==> src/source/cu_defs.svh <==
`ifndef CU_DEFS_SVH
`define CU_DEFS_SVH

// instruction register width as seen by the control unit
`define CU_OPCODE_WIDTH 12

// datapath registers, one enable bit each
`define CU_REG_COUNT 16

`define CU_STATE_WIDTH 6

// longest stimulus and expect trace, one line per cycle
`define CU_TRACE_MAX 512

`endif

==> src/source/cu_pkg.sv <==
`include "cu_defs.svh"

package cu_pkg;

    typedef enum logic [`CU_OPCODE_WIDTH-1:0] {
        op_clr          = 0,
        op_load         = 1,
        op_mul          = 2,
        op_add          = 3,
        op_sub          = 4,
        op_inc          = 5,
        op_jump         = 6,
        op_jumpz        = 7,
        op_mvac_total   = 8,
        op_mvac_alphap  = 9,
        op_mvac_betap   = 10,
        op_mvac_gammap  = 11,
        op_mvac_r       = 12,
        op_mvac_row     = 13,
        op_mvac_cat     = 14,
        op_mvac_cb      = 15,
        op_mvac_rnow    = 16,
        op_mvac_catnow  = 17,
        op_mvac_cbnow   = 18,
        op_mov_total    = 19,
        op_mov_alphap   = 20,
        op_mov_betap    = 21,
        op_mov_gammap   = 22,
        op_mov_r        = 23,
        op_mov_row      = 24,
        op_mov_cat      = 25,
        op_mov_cb       = 26,
        op_mov_rnow     = 27,
        op_mov_catnow   = 28,
        op_mov_cbnow    = 29,
        op_store        = 30,
        op_load_reg     = 31,
        op_endop        = 32,
        op_xor          = 33
    } opcode_e;

    // bit position of each register in the read and write masks
    typedef enum logic [3:0] {
        reg_ac, reg_pc, reg_ar, reg_ir, reg_r, reg_row, reg_cat, reg_cb,
        reg_rnow, reg_catnow, reg_cbnow, reg_alphap, reg_betap, reg_gammap,
        reg_total, reg_dr
    } reg_idx_e;

    typedef logic [`CU_REG_COUNT-1:0] reg_mask_t;

    typedef enum logic [3:0] {
        alu_idle, alu_pass, alu_add, alu_sub, alu_mul, alu_plus1, alu_zero, alu_xor
    } alu_op_e;

    typedef enum logic [1:0] {
        mem_none  = 2'd0,
        mem_data  = 2'd1,
        mem_instr = 2'd2
    } mem_sel_e;

    typedef enum logic [3:0] {
        cls_clr, cls_load, cls_alu, cls_jump, cls_jumpz, cls_mvac, cls_mov,
        cls_store, cls_load_reg, cls_endop, cls_invalid
    } instr_class_e;

    typedef enum logic [`CU_STATE_WIDTH-1:0] {
        st_idle, st_fetch1, st_fetch2, st_fetch3, st_fetch4, st_clr,
        st_load1, st_load2, st_load3, st_load4, st_load5, st_alu,
        st_jump1, st_jump2, st_jump3, st_skip1, st_skip2, st_mvac, st_mov,
        st_store1, st_store2, st_store3,
        st_load_reg1, st_load_reg2, st_load_reg3, st_load_reg4, st_endop
    } state_e;

endpackage

==> src/source/control_unit.sv <==
`timescale 1ns/1ps

module control_unit (
    input  logic              clk,
    input  logic              reset,
    input  logic              start,
    input  logic              zflag,
    input  cu_pkg::opcode_e   opcode,
    output cu_pkg::alu_op_e   alu_op,
    output cu_pkg::reg_mask_t read_en,
    output cu_pkg::reg_mask_t write_en,
    output cu_pkg::mem_sel_e  mem_read,
    output logic              mem_write,
    output logic              pc_inc,
    output logic              endop_signal
);
    import cu_pkg::*;

    instr_class_e instr_class;
    alu_op_e      alu_sel;
    reg_idx_e     reg_sel;
    state_e       state;
    alu_op_e      held_alu;
    reg_idx_e     held_reg;
    logic         is_inc;

    cu_opcode_decoder u_opcode_decoder (
        .opcode      (opcode),
        .instr_class (instr_class),
        .alu_sel     (alu_sel),
        .reg_sel     (reg_sel)
    );

    cu_sequencer u_sequencer (
        .clk          (clk),
        .reset        (reset),
        .start        (start),
        .zflag        (zflag),
        .instr_class  (instr_class),
        .alu_sel      (alu_sel),
        .reg_sel      (reg_sel),
        .state        (state),
        .held_alu     (held_alu),
        .held_reg     (held_reg),
        .is_inc       (is_inc),
        .endop_signal (endop_signal)
    );

    cu_output_decoder u_output_decoder (
        .state     (state),
        .held_alu  (held_alu),
        .held_reg  (held_reg),
        .is_inc    (is_inc),
        .alu_op    (alu_op),
        .read_en   (read_en),
        .write_en  (write_en),
        .mem_read  (mem_read),
        .mem_write (mem_write),
        .pc_inc    (pc_inc)
    );

endmodule

==> src/source/cu_opcode_decoder.sv <==
`timescale 1ns/1ps

module cu_opcode_decoder (
    input  cu_pkg::opcode_e      opcode,
    output cu_pkg::instr_class_e instr_class,
    output cu_pkg::alu_op_e      alu_sel,
    output cu_pkg::reg_idx_e     reg_sel
);
    import cu_pkg::*;

    always_comb
    begin
        instr_class = cls_invalid; // anything outside the table falls back to idle
        alu_sel = alu_idle;
        case (opcode)
            op_clr:      instr_class = cls_clr;
            op_load:     instr_class = cls_load;
            op_jump:     instr_class = cls_jump;
            op_jumpz:    instr_class = cls_jumpz;
            op_store:    instr_class = cls_store;
            op_load_reg: instr_class = cls_load_reg;
            op_endop:    instr_class = cls_endop;
            op_mul, op_add, op_sub, op_inc, op_xor:
                instr_class = cls_alu;
            op_mvac_total, op_mvac_alphap, op_mvac_betap, op_mvac_gammap, op_mvac_r,
            op_mvac_row, op_mvac_cat, op_mvac_cb, op_mvac_rnow, op_mvac_catnow,
            op_mvac_cbnow:
                instr_class = cls_mvac;
            op_mov_total, op_mov_alphap, op_mov_betap, op_mov_gammap, op_mov_r,
            op_mov_row, op_mov_cat, op_mov_cb, op_mov_rnow, op_mov_catnow,
            op_mov_cbnow:
                instr_class = cls_mov;
            default: ;
        endcase
        case (opcode)
            op_mul:  alu_sel = alu_mul;
            op_add:  alu_sel = alu_add;
            op_sub:  alu_sel = alu_sub;
            op_inc:  alu_sel = alu_plus1;
            op_xor:  alu_sel = alu_xor;
            default: alu_sel = alu_idle;
        endcase
    end

    // MVAC and MOV share the register order, so one table serves both
    always_comb
    begin
        case (opcode)
            op_mvac_total,  op_mov_total:  reg_sel = reg_total;
            op_mvac_alphap, op_mov_alphap: reg_sel = reg_alphap;
            op_mvac_betap,  op_mov_betap:  reg_sel = reg_betap;
            op_mvac_gammap, op_mov_gammap: reg_sel = reg_gammap;
            op_mvac_r,      op_mov_r:      reg_sel = reg_r;
            op_mvac_row,    op_mov_row:    reg_sel = reg_row;
            op_mvac_cat,    op_mov_cat:    reg_sel = reg_cat;
            op_mvac_cb,     op_mov_cb:     reg_sel = reg_cb;
            op_mvac_rnow,   op_mov_rnow:   reg_sel = reg_rnow;
            op_mvac_catnow, op_mov_catnow: reg_sel = reg_catnow;
            op_mvac_cbnow,  op_mov_cbnow:  reg_sel = reg_cbnow;
            default:                       reg_sel = reg_ac;
        endcase
    end

endmodule

==> src/source/cu_output_decoder.sv <==
`timescale 1ns/1ps

module cu_output_decoder (
    input  cu_pkg::state_e    state,
    input  cu_pkg::alu_op_e   held_alu,
    input  cu_pkg::reg_idx_e  held_reg,
    input  logic              is_inc,
    output cu_pkg::alu_op_e   alu_op,
    output cu_pkg::reg_mask_t read_en,
    output cu_pkg::reg_mask_t write_en,
    output cu_pkg::mem_sel_e  mem_read,
    output logic              mem_write,
    output logic              pc_inc
);
    import cu_pkg::*;

    function automatic reg_mask_t one_hot(input reg_idx_e idx);
        reg_mask_t mask;
        mask = '0;
        mask[idx] = 1'b1;
        return mask;
    endfunction

    always_comb
    begin
        alu_op    = alu_idle;
        read_en   = '0;
        write_en  = '0;
        mem_read  = mem_none;
        mem_write = 1'b0;
        pc_inc    = 1'b0;
        case (state)
            st_fetch1:
            begin
                write_en = one_hot(reg_ar);
                read_en  = one_hot(reg_pc); // PC onto the bus as the fetch address
            end
            st_fetch2:
            begin
                write_en = one_hot(reg_dr);
                mem_read = mem_instr;
                pc_inc   = 1'b1;
            end
            st_fetch3:
            begin
                write_en = one_hot(reg_ir) | one_hot(reg_ar);
                read_en  = one_hot(reg_dr) | one_hot(reg_pc);
            end
            st_clr:
            begin
                write_en = one_hot(reg_ac);
                alu_op   = alu_zero;
            end
            st_load1, st_jump1:
            begin
                write_en = one_hot(reg_dr); // operand word from instruction memory
                mem_read = mem_instr;
                pc_inc   = (state == st_jump1);
            end
            st_load2:
            begin
                write_en = one_hot(reg_ar);
                read_en  = one_hot(reg_dr);
            end
            st_load3, st_skip1:
                pc_inc = 1'b1;
            st_load4, st_load_reg3:
            begin
                write_en = one_hot(reg_dr);
                mem_read = mem_data; // data memory has priority into DR
            end
            st_load5:
            begin
                write_en = one_hot(reg_ac);
                read_en  = one_hot(reg_dr) | one_hot(reg_pc);
                alu_op   = alu_pass;
            end
            st_alu:
            begin
                write_en = one_hot(reg_ac);
                read_en  = is_inc ? '0 : one_hot(reg_r);
                alu_op   = held_alu;
            end
            st_jump2:
            begin
                write_en = one_hot(reg_pc);
                read_en  = one_hot(reg_dr);
            end
            st_jump3, st_skip2, st_load_reg2:
            begin
                write_en = one_hot(reg_ar);
                read_en  = one_hot(reg_pc);
            end
            st_mvac:
            begin
                write_en = one_hot(held_reg);
                read_en  = one_hot(reg_ac);
            end
            st_mov:
            begin
                write_en = one_hot(reg_ac);
                read_en  = one_hot(held_reg);
                alu_op   = alu_pass;
            end
            st_store1:
            begin
                write_en = one_hot(reg_ar);
                read_en  = one_hot(reg_gammap); // gammap holds the store address
            end
            st_store2:
            begin
                write_en  = one_hot(reg_dr);
                read_en   = one_hot(reg_ac);
                mem_write = 1'b1;
            end
            st_store3:
            begin
                write_en  = one_hot(reg_ar);
                read_en   = one_hot(reg_pc);
                mem_write = 1'b1;
            end
            st_load_reg1:
            begin
                write_en = one_hot(reg_ar);
                read_en  = one_hot(reg_ac);
            end
            st_load_reg4:
            begin
                write_en = one_hot(reg_ac);
                read_en  = one_hot(reg_dr);
                alu_op   = alu_pass;
            end
            default: ; // idle, fetch4 and endop drive nothing
        endcase
    end

endmodule

==> src/source/cu_sequencer.sv <==
`timescale 1ns/1ps

module cu_sequencer (
    input  logic                 clk,
    input  logic                 reset,
    input  logic                 start,
    input  logic                 zflag,
    input  cu_pkg::instr_class_e instr_class,
    input  cu_pkg::alu_op_e      alu_sel,
    input  cu_pkg::reg_idx_e     reg_sel,
    output cu_pkg::state_e       state,
    output cu_pkg::alu_op_e      held_alu,
    output cu_pkg::reg_idx_e     held_reg,
    output logic                 is_inc,
    output logic                 endop_signal
);
    import cu_pkg::*;

    state_e next_state;

    always_ff @(posedge clk)
    begin
        if (reset)
            state <= st_idle;
        else
            state <= next_state;
    end

    always_comb
    begin
        next_state = st_idle;
        case (state)
            st_idle:      next_state = start ? st_fetch1 : st_idle;
            st_fetch1:    next_state = st_fetch2;
            st_fetch2:    next_state = st_fetch3;
            st_fetch3:    next_state = st_fetch4;
            st_fetch4:
            begin
                // the opcode from IR is only looked at here
                case (instr_class)
                    cls_clr:      next_state = st_clr;
                    cls_load:     next_state = st_load1;
                    cls_alu:      next_state = st_alu;
                    cls_jump:     next_state = st_jump1;
                    cls_jumpz:    next_state = zflag ? st_jump1 : st_skip1;
                    cls_mvac:     next_state = st_mvac;
                    cls_mov:      next_state = st_mov;
                    cls_store:    next_state = st_store1;
                    cls_load_reg: next_state = st_load_reg1;
                    cls_endop:    next_state = st_endop;
                    default:      next_state = st_idle;
                endcase
            end
            st_load1:     next_state = st_load2;
            st_load2:     next_state = st_load3;
            st_load3:     next_state = st_load4; // memory latency slot
            st_load4:     next_state = st_load5;
            st_jump1:     next_state = st_jump2;
            st_jump2:     next_state = st_jump3;
            st_skip1:     next_state = st_skip2;
            st_store1:    next_state = st_store2;
            st_store2:    next_state = st_store3;
            st_load_reg1: next_state = st_load_reg2;
            st_load_reg2: next_state = st_load_reg3;
            st_load_reg3: next_state = st_load_reg4;
            st_clr, st_alu, st_mvac, st_mov, st_load5, st_jump3, st_skip2,
            st_store3, st_load_reg4:
                next_state = st_fetch1;
            default:      next_state = st_idle; // endop lands here too
        endcase
    end

    // decoded fields are held for the single execute state that uses them
    always_ff @(posedge clk)
    begin
        if (state == st_fetch4)
        begin
            held_alu <= alu_sel;
            held_reg <= reg_sel;
            is_inc   <= (alu_sel == alu_plus1); // INC has no register operand
        end
    end

    always_ff @(posedge clk)
    begin
        if (reset)
            endop_signal <= 1'b0;
        else if (state == st_endop)
            endop_signal <= 1'b1;
        else if (state == st_idle && start)
            endop_signal <= 1'b0; // cleared as the next program starts
    end

endmodule

==> config.mk <==
export PLATFORM = sky130hd
export DESIGN_NAME = control_unit
export DESIGN_NICKNAME = d
export VERILOG_FILES = /design/src/source/cu_pkg.sv /design/src/source/control_unit.sv /design/src/source/cu_opcode_decoder.sv /design/src/source/cu_output_decoder.sv /design/src/source/cu_sequencer.sv
export VERILOG_INCLUDE_DIRS = /design/src /design/src/source
export SDC_FILE = /design/constraint.sdc
export NUM_CORES = 1
export LEC_CHECK = 0
export BUFFER_PORTS_ARGS = -buffer_cell sky130_fd_sc_hd__buf_4
export CORE_MARGIN = 2
export CORE_UTILIZATION = 30
export CTS_BUF_LIST = sky130_fd_sc_hd__clkbuf_2
export DETAILED_ROUTE_END_ITERATION = 8
export PLACE_DENSITY_LB_ADDON = 0.05
export SLEW_MARGIN = 20
export SYNTH_ARGS = -nofsm -noshare
export SYNTH_HDL_FRONTEND = slang
export SYNTH_HIERARCHICAL = 1
export SYNTH_SLANG_ARGS = --single-unit
==> constraint.sdc <==
create_clock -name clk -period 8.67 [get_ports clk]
set_input_delay 1.734 -clock clk [delete_from_list [all_inputs] [get_ports clk]]
set_output_delay 1.734 -clock clk [all_outputs]
set_load 0.02 [all_outputs]
# Word level (Yosys, flattened, before mapping)
# Memories as Yosys holds them, arrays and structs flattened. A register that Yosys moved wholly into a read port is not among the register bits.
# Index checks and enable logic that the tools add are counted.
[op_classes]
add_sub_neg = 0
multipliers = 0
n_div = 0
magnitude_cmp = 2
eq_ne = 69
shifts = 0
n_mux = 17
bitwise = 0
reduce_logical = 25
[op_table]
columns = ["operator", "count"]
rows = [
  ["equality test 12 x 5 -> 1 bit, second input constant", 16],
  ["case mux 16 bit (7 select lines)", 1],
  ["case mux 6 bit (18 select lines)", 1],
  ["equality test 12 x 4 -> 1 bit, second input constant", 8],
  ["case mux 16 bit (6 select lines)", 1],
  ["equality test 6 x 5 -> 1 bit, second input constant", 11],
  ["case mux 6 bit (10 select lines)", 1],
  ["equality test 12 x 3 -> 1 bit, second input constant", 4],
  ["equality test 6 x 4 -> 1 bit, second input constant", 8],
  ["case mux 4 bit (10 select lines)", 1],
  ["equality test 12 x 2 -> 1 bit, second input constant", 2],
  ["equality test 12 x 6 -> 1 bit, second input constant", 2],
  ["equality test 6 x 3 -> 1 bit, second input constant", 4],
  ["OR reduction 11 bit", 2],
  ["equality test 4 x 3 -> 1 bit, second input constant", 4],
  ["case mux 3 bit (5 select lines)", 1],
  ["OR reduction 3 bit", 5],
  ["OR reduction 5 bit", 3],
  ["equality test 12 x 1 -> 1 bit, second input constant", 1],
  ["equality test 6 x 2 -> 1 bit, second input constant", 2],
  ["logical NOT 12 bit", 1],
  ["case mux 4 bit (3 select lines)", 1],
  ["OR reduction 9 bit", 1],
  ["equality test 4 x 2 -> 1 bit, second input constant", 2],
  ["21 further kinds", 30],
]
[totals]
reg_bits = 12
latch_bits = 0
ram_bits = 0
mem_bits_ro = 128
input_bits = 16
out_inout_bits = 41
mem_count = 1
[memory_table]
columns = ["memory", "words", "word_bits", "read_ports", "rd_ports_with_merged_regs", "write_ports", "line_no", "text"]
rows = [
  ["(name not given)", 32, 4, 1, 1, 0, "cu_opcode_decoder.sv:48", "case (opcode)"],
]

# Longest topological paths before layout
[logic_depth]
word_depth = 6
ltp_mapped = 13

# Hierarchy
# Netlist, hierarchy kept.
[by_module_without_submodules]
columns = ["mod", "n_inst", "cells_per_inst", "area_each_um2", "seq_area_each_um2"]
rows = [
  ["cu_sequencer", 1, 93, 853.3, 390.4],
  ["cu_output_decoder", 1, 125, 720.7, 0.0],
  ["cu_opcode_decoder", 1, 109, 663.1, 0.0],
]

# Least setup slack after synthesis
# Ideal clock, no wire load.
[synth_path]
path_type = "input-to-reg"
startpoint = "in opcode[1]"
endpoint = "reg u_sequencer.state[0]"
setup_ps = 81
arrival_time_ps = 3863
path_slack_ps = 4726
cell_stages = 12
n_path_buf = 2
cell_sequence = "inv_1 -> ha_1 -> buf_6 -> or3_4 -> a21oi_2 -> o21ai_1 -> or4_1 -> clkbuf_2 -> o21ai_0 -> and3_2 -> nand3_1 -> a41oi_1"
[synth_between]
elab_chain_cells = 6
elab_cells_between_ends = 50
cone_classes = "42 x eq/ne; 3 x mux; 5 x reduce/logical"
[synth_lines]
columns = ["item", "line_no", "text"]
rows = [
  ["start, declared", "control_unit.sv:8", "input cu_pkg::opcode_e opcode,"],
  ["equality test 12 x 5 -> 1 bit, or another cell as far along", "cu_opcode_decoder.sv:15", "case (opcode)"],
  ["OR reduction 11 bit or OR reduction 5 bit (tied branches)", "cu_opcode_decoder.sv:15", ""],
  ["case mux 4 bit (10 select lines) *", "cu_opcode_decoder.sv:15", ""],
  ["via instr_class[1]", "control_unit.sv:19", "instr_class_e instr_class;"],
  ["equality test 4 bit, or another cell as far along", "cu_sequencer.sv:40", "case (instr_class)"],
  ["case mux 6 bit (10 select lines) *", "cu_sequencer.sv:40", ""],
  ["case mux 6 bit (18 select lines) *", "cu_sequencer.sv:32", "case (state)"],
  ["end signal, assigned", "cu_sequencer.sv:24", "state <= st_idle;"],
  ["end signal, assigned", "cu_sequencer.sv:26", "state <= next_state;"],
  ["end, declared", "cu_sequencer.sv:11", "output cu_pkg::state_e state,"],
]
# The timed path passes the listed nets; every way through them passes the cells marked *.
# A chain may end at the register's enable or synchronous reset.

# Worst setup path after layout
[layout_path]
startpoint = "reg u_sequencer.state[4]"
endpoint = "out read_en[4]"
[layout_between]
elab_chain_cells = 3
elab_cells_between_ends = 21
cone_classes = "16 x eq/ne; 1 x mux; 4 x reduce/logical"
[layout_lines]
columns = ["item", "line_no", "text"]
rows = [
  ["equality test 6 x 1 -> 1 bit, or another cell as far along", "cu_output_decoder.sv:32", "case (state)"],
  ["OR reduction 5 bit (no source line), or another cell as far along", "--", ""],
  ["case mux 16 bit (7 select lines) *", "cu_output_decoder.sv:32", ""],
  ["end, declared", "control_unit.sv:10", "output cu_pkg::reg_mask_t read_en,"],
]
# Every way passes the cells marked *; elsewhere a longest branch is shown, timed or not.

==> flow_metrics.tcl <==
set metrics [dict create \
    die_w_um 90.4 \
    min_period_ns 4.35 \
    dp_hpwl_mm 4.63 \
    largest_reg_flops 5 \
    fin_area_mm2 0.00266 \
    grt_pass1_wl_mm 10.4 \
    dieArea_mm2 0.00816 \
    cp_num_buf_inv 1 \
    power_frac_clock 0.172 \
    cts-resized-gates 0 \
    p_int_w 0.000115 \
    clock_path_buffers 2 \
    io_buffers 56 \
    routed-wl-met2_mm 2.78 \
    die_height_um 90.4 \
    critPathTopFamily "simple AND/OR/NAND/NOR gates" \
    rows 31 \
    total_leakage_power_nw 0.956 \
    finalNetCount 380 \
    highest_layer "met4" \
    firstDrtPassIters 5 \
    utilization 0.366 \
    vias 2436 \
    setup_tns_ns 0 \
    ant_nets 0 \
    grt_start_max_net_pins 35 \
    maxSlewViolCount 0 \
    cp_max_fo 29 \
    tightest_slew_ns 0.956 \
    setup_viol 0 \
    cts_tree "yes" \
    synth-main-ff-cell "edfxtp_1" \
    swShare 0.362 \
    syn_to_final_growth_pct 18.7 \
    arrival_ns 2.62 \
    cts_root_buf "clkbuf_2" \
    endpoint_kind "primary output" \
    viasPerCell 5.33 \
    fill_cells 804 \
    clock-sinks 15 \
    hold_viol_final 0 \
    synth-seq-area-share 0.174 \
    syn-cell-area_mm2 0.00224 \
    p_sw_w 0.0000654 \
    pwr-share-comb 0.394 \
    synth_top_cell_by_area "edfxtp_1" \
    clock.fmax_mhz 230 \
    m1WireLength_mm 2.92 \
    place_area_mm2 0.00264 \
    htree_levels 1 \
    yosysTopAreaCellShare 0.121 \
    syn_inst 327 \
    layout_common_cells "buf_4, nor2_1, nand2_1" \
    ios 57 \
    ys_ff_latch 15 \
    routed_wirelength_mm 6.19 \
    path_cells "or4b_4 -> nor3b_4 -> nand2_1 -> o32ai_1 -> buf_4" \
    critPathMaxStageDelay_ns 0.94 \
    synth.net_count 348 \
    crit_slowest_cell "dfxtp_1" \
    wl_met3_um 346 \
    worst_ep_required_time_ns 6.94 \
    finClkSkew_ns 0.0138 \
    synthTopCellsByArea "edfxtp_1, nor2_1, dfxtp_1" \
    synth_async_sr_flop_share 0 \
    max_slew_margin 0.356 \
    drv_cap 0 \
    drc 0 \
    core_mm2 0.00725 \
    grt_pass1_vias 2224 \
    cts_buffers 3 \
    start_util 0.308 \
    avgSynthCellArea_um2 6.84 \
    irDropWorstVdd_v 0.0000285 \
    power_density_mw_per_mm2 68.0 \
    routedWlPerCell_um 13.5 \
    post_cts_buffers 0 \
    rsz0062_at_grt "no" \
    insertion_delay_ns 0.27 \
    status "finished, final reports clean" \
    layout.cells.most_common "buf_4" \
    synthDistinctLibCells 70 \
    gp_congestion 0.791 \
    setup.worst_path.class "reg -> out" \
    start_kind "flop" \
    cts.clk_slew.worst_paths_ns 0.15 \
    antenna_found_initial 0 \
    postCtsHoldBufs 0 \
    hold_path.class "reg -> reg" \
    finalCritPeriodShare 0.502 \
    diodes 0 \
    p_seq_frac 0.434 \
    initialDrtViolationCount 112 \
    grt_usage 0.146 \
    ys_warn_count 6 \
    overflow 0 \
    drive_gt1_frac 0.215 \
    synth_edf_count 9 \
]
worst paths after layout:
path                                 start                        to  slack [ns]  depth (start not counted)
setup reg to reg      u_sequencer/state[2]   u_sequencer/held_reg[0]        6.68                          2
hold / removal    u_sequencer/endop_signal  u_sequencer/endop_signal        0.47                          2
setup / recovery      u_sequencer/state[4]                read_en[4]        4.32                          5
hold reg to reg   u_sequencer/endop_signal  u_sequencer/endop_signal        0.47                          2
routing by layer:
layer  track usage  vias up
met5             0        -
li1              -     1244
met3        0.0117        8
met4        0.0474        0
met1         0.199     1106
met2         0.245       78
power groups by stage:
| stage | sequential (W) | clock (W) | combinational, W |
|---|---|---|---|
| after floorplan | 0.0000802 | 0 | 0.0000527 |
| after global placement | 0.0000799 | 0 | 0.0000715 |
| after detailed placement | 0.0000799 | 0 | 0.0000701 |
| after CTS | 0.0000784 | 0.0000336 | 0.0000703 |
| after global routing | 0.0000787 | 0.0000360 | 0.0000787 |
| final | 0.0000783 | 0.0000311 | 0.0000711 |
cells by family after synthesis:
family                   synth area share
AND/OR/NAND/NOR                     0.412
adder cells (fa/ha/maj)            0.0280
other                             0.00336
XOR/XNOR                           0.0117
buffers and inverters              0.0861
AO/OA/AOI/OAI                       0.257
multiplexers                       0.0268
flip-flops                          0.174
per-stage QoR:
step,hold WS (ns),total power (W),worst slack [ns],std cells
2_1_floorplan,0.532,0.000133,4.73,327
3_3_place_gp,0.444,0.000151,4.19,453
3_5_place_dp,0.448,0.000150,4.13,453
4_1_cts,0.469,0.000182,4.31,457
5_1_grt,0.488,0.000193,4.03,457
6_report,0.467,0.000181,4.32,457
cells in the mapped netlist (4+ instances only):
| library cell | count |
|---|---|
| dfxtp_1 | 6 |
| or2_2 | 4 |
| nand2_1 | 31 |
| nor2_1 | 45 |
| nand3_1 | 13 |
| inv_1 | 7 |
| edfxtp_1 | 9 |
| and2_1 | 4 |
| a21oi_1 | 19 |
| nand3b_1 | 4 |
| nand2b_1 | 13 |
| clkbuf_1 | 9 |
| buf_2 | 13 |
| nor4bb_1 | 5 |
| nor3_1 | 8 |
| ha_1 | 5 |
| mux2i_1 | 6 |
| o22ai_1 | 5 |
| a31oi_1 | 4 |
| o21ai_0 | 21 |
| nor2b_1 | 12 |
| nor3b_1 | 7 |
worst register-to-register path: cells and delay by family, from the launching register on:
kind | cells | cell delay (ns)
flip-flops | 1 | 0.90
AND/OR/NAND/NOR | 2 | 0.77
final cells by class:
type	instances	area (µm²)	area share
multi-input combinational	273	1650	0.623
timing repair buffer	58	435	0.164
sequential	15	390	0.147
tap	99	124	0.0466
inverter	8	32.5	0.0122
clock buffer	3	15.0	0.00565
clock inverter	1	5.00	0.00188
No activity file was read; power rests on OpenSTA's default activity.
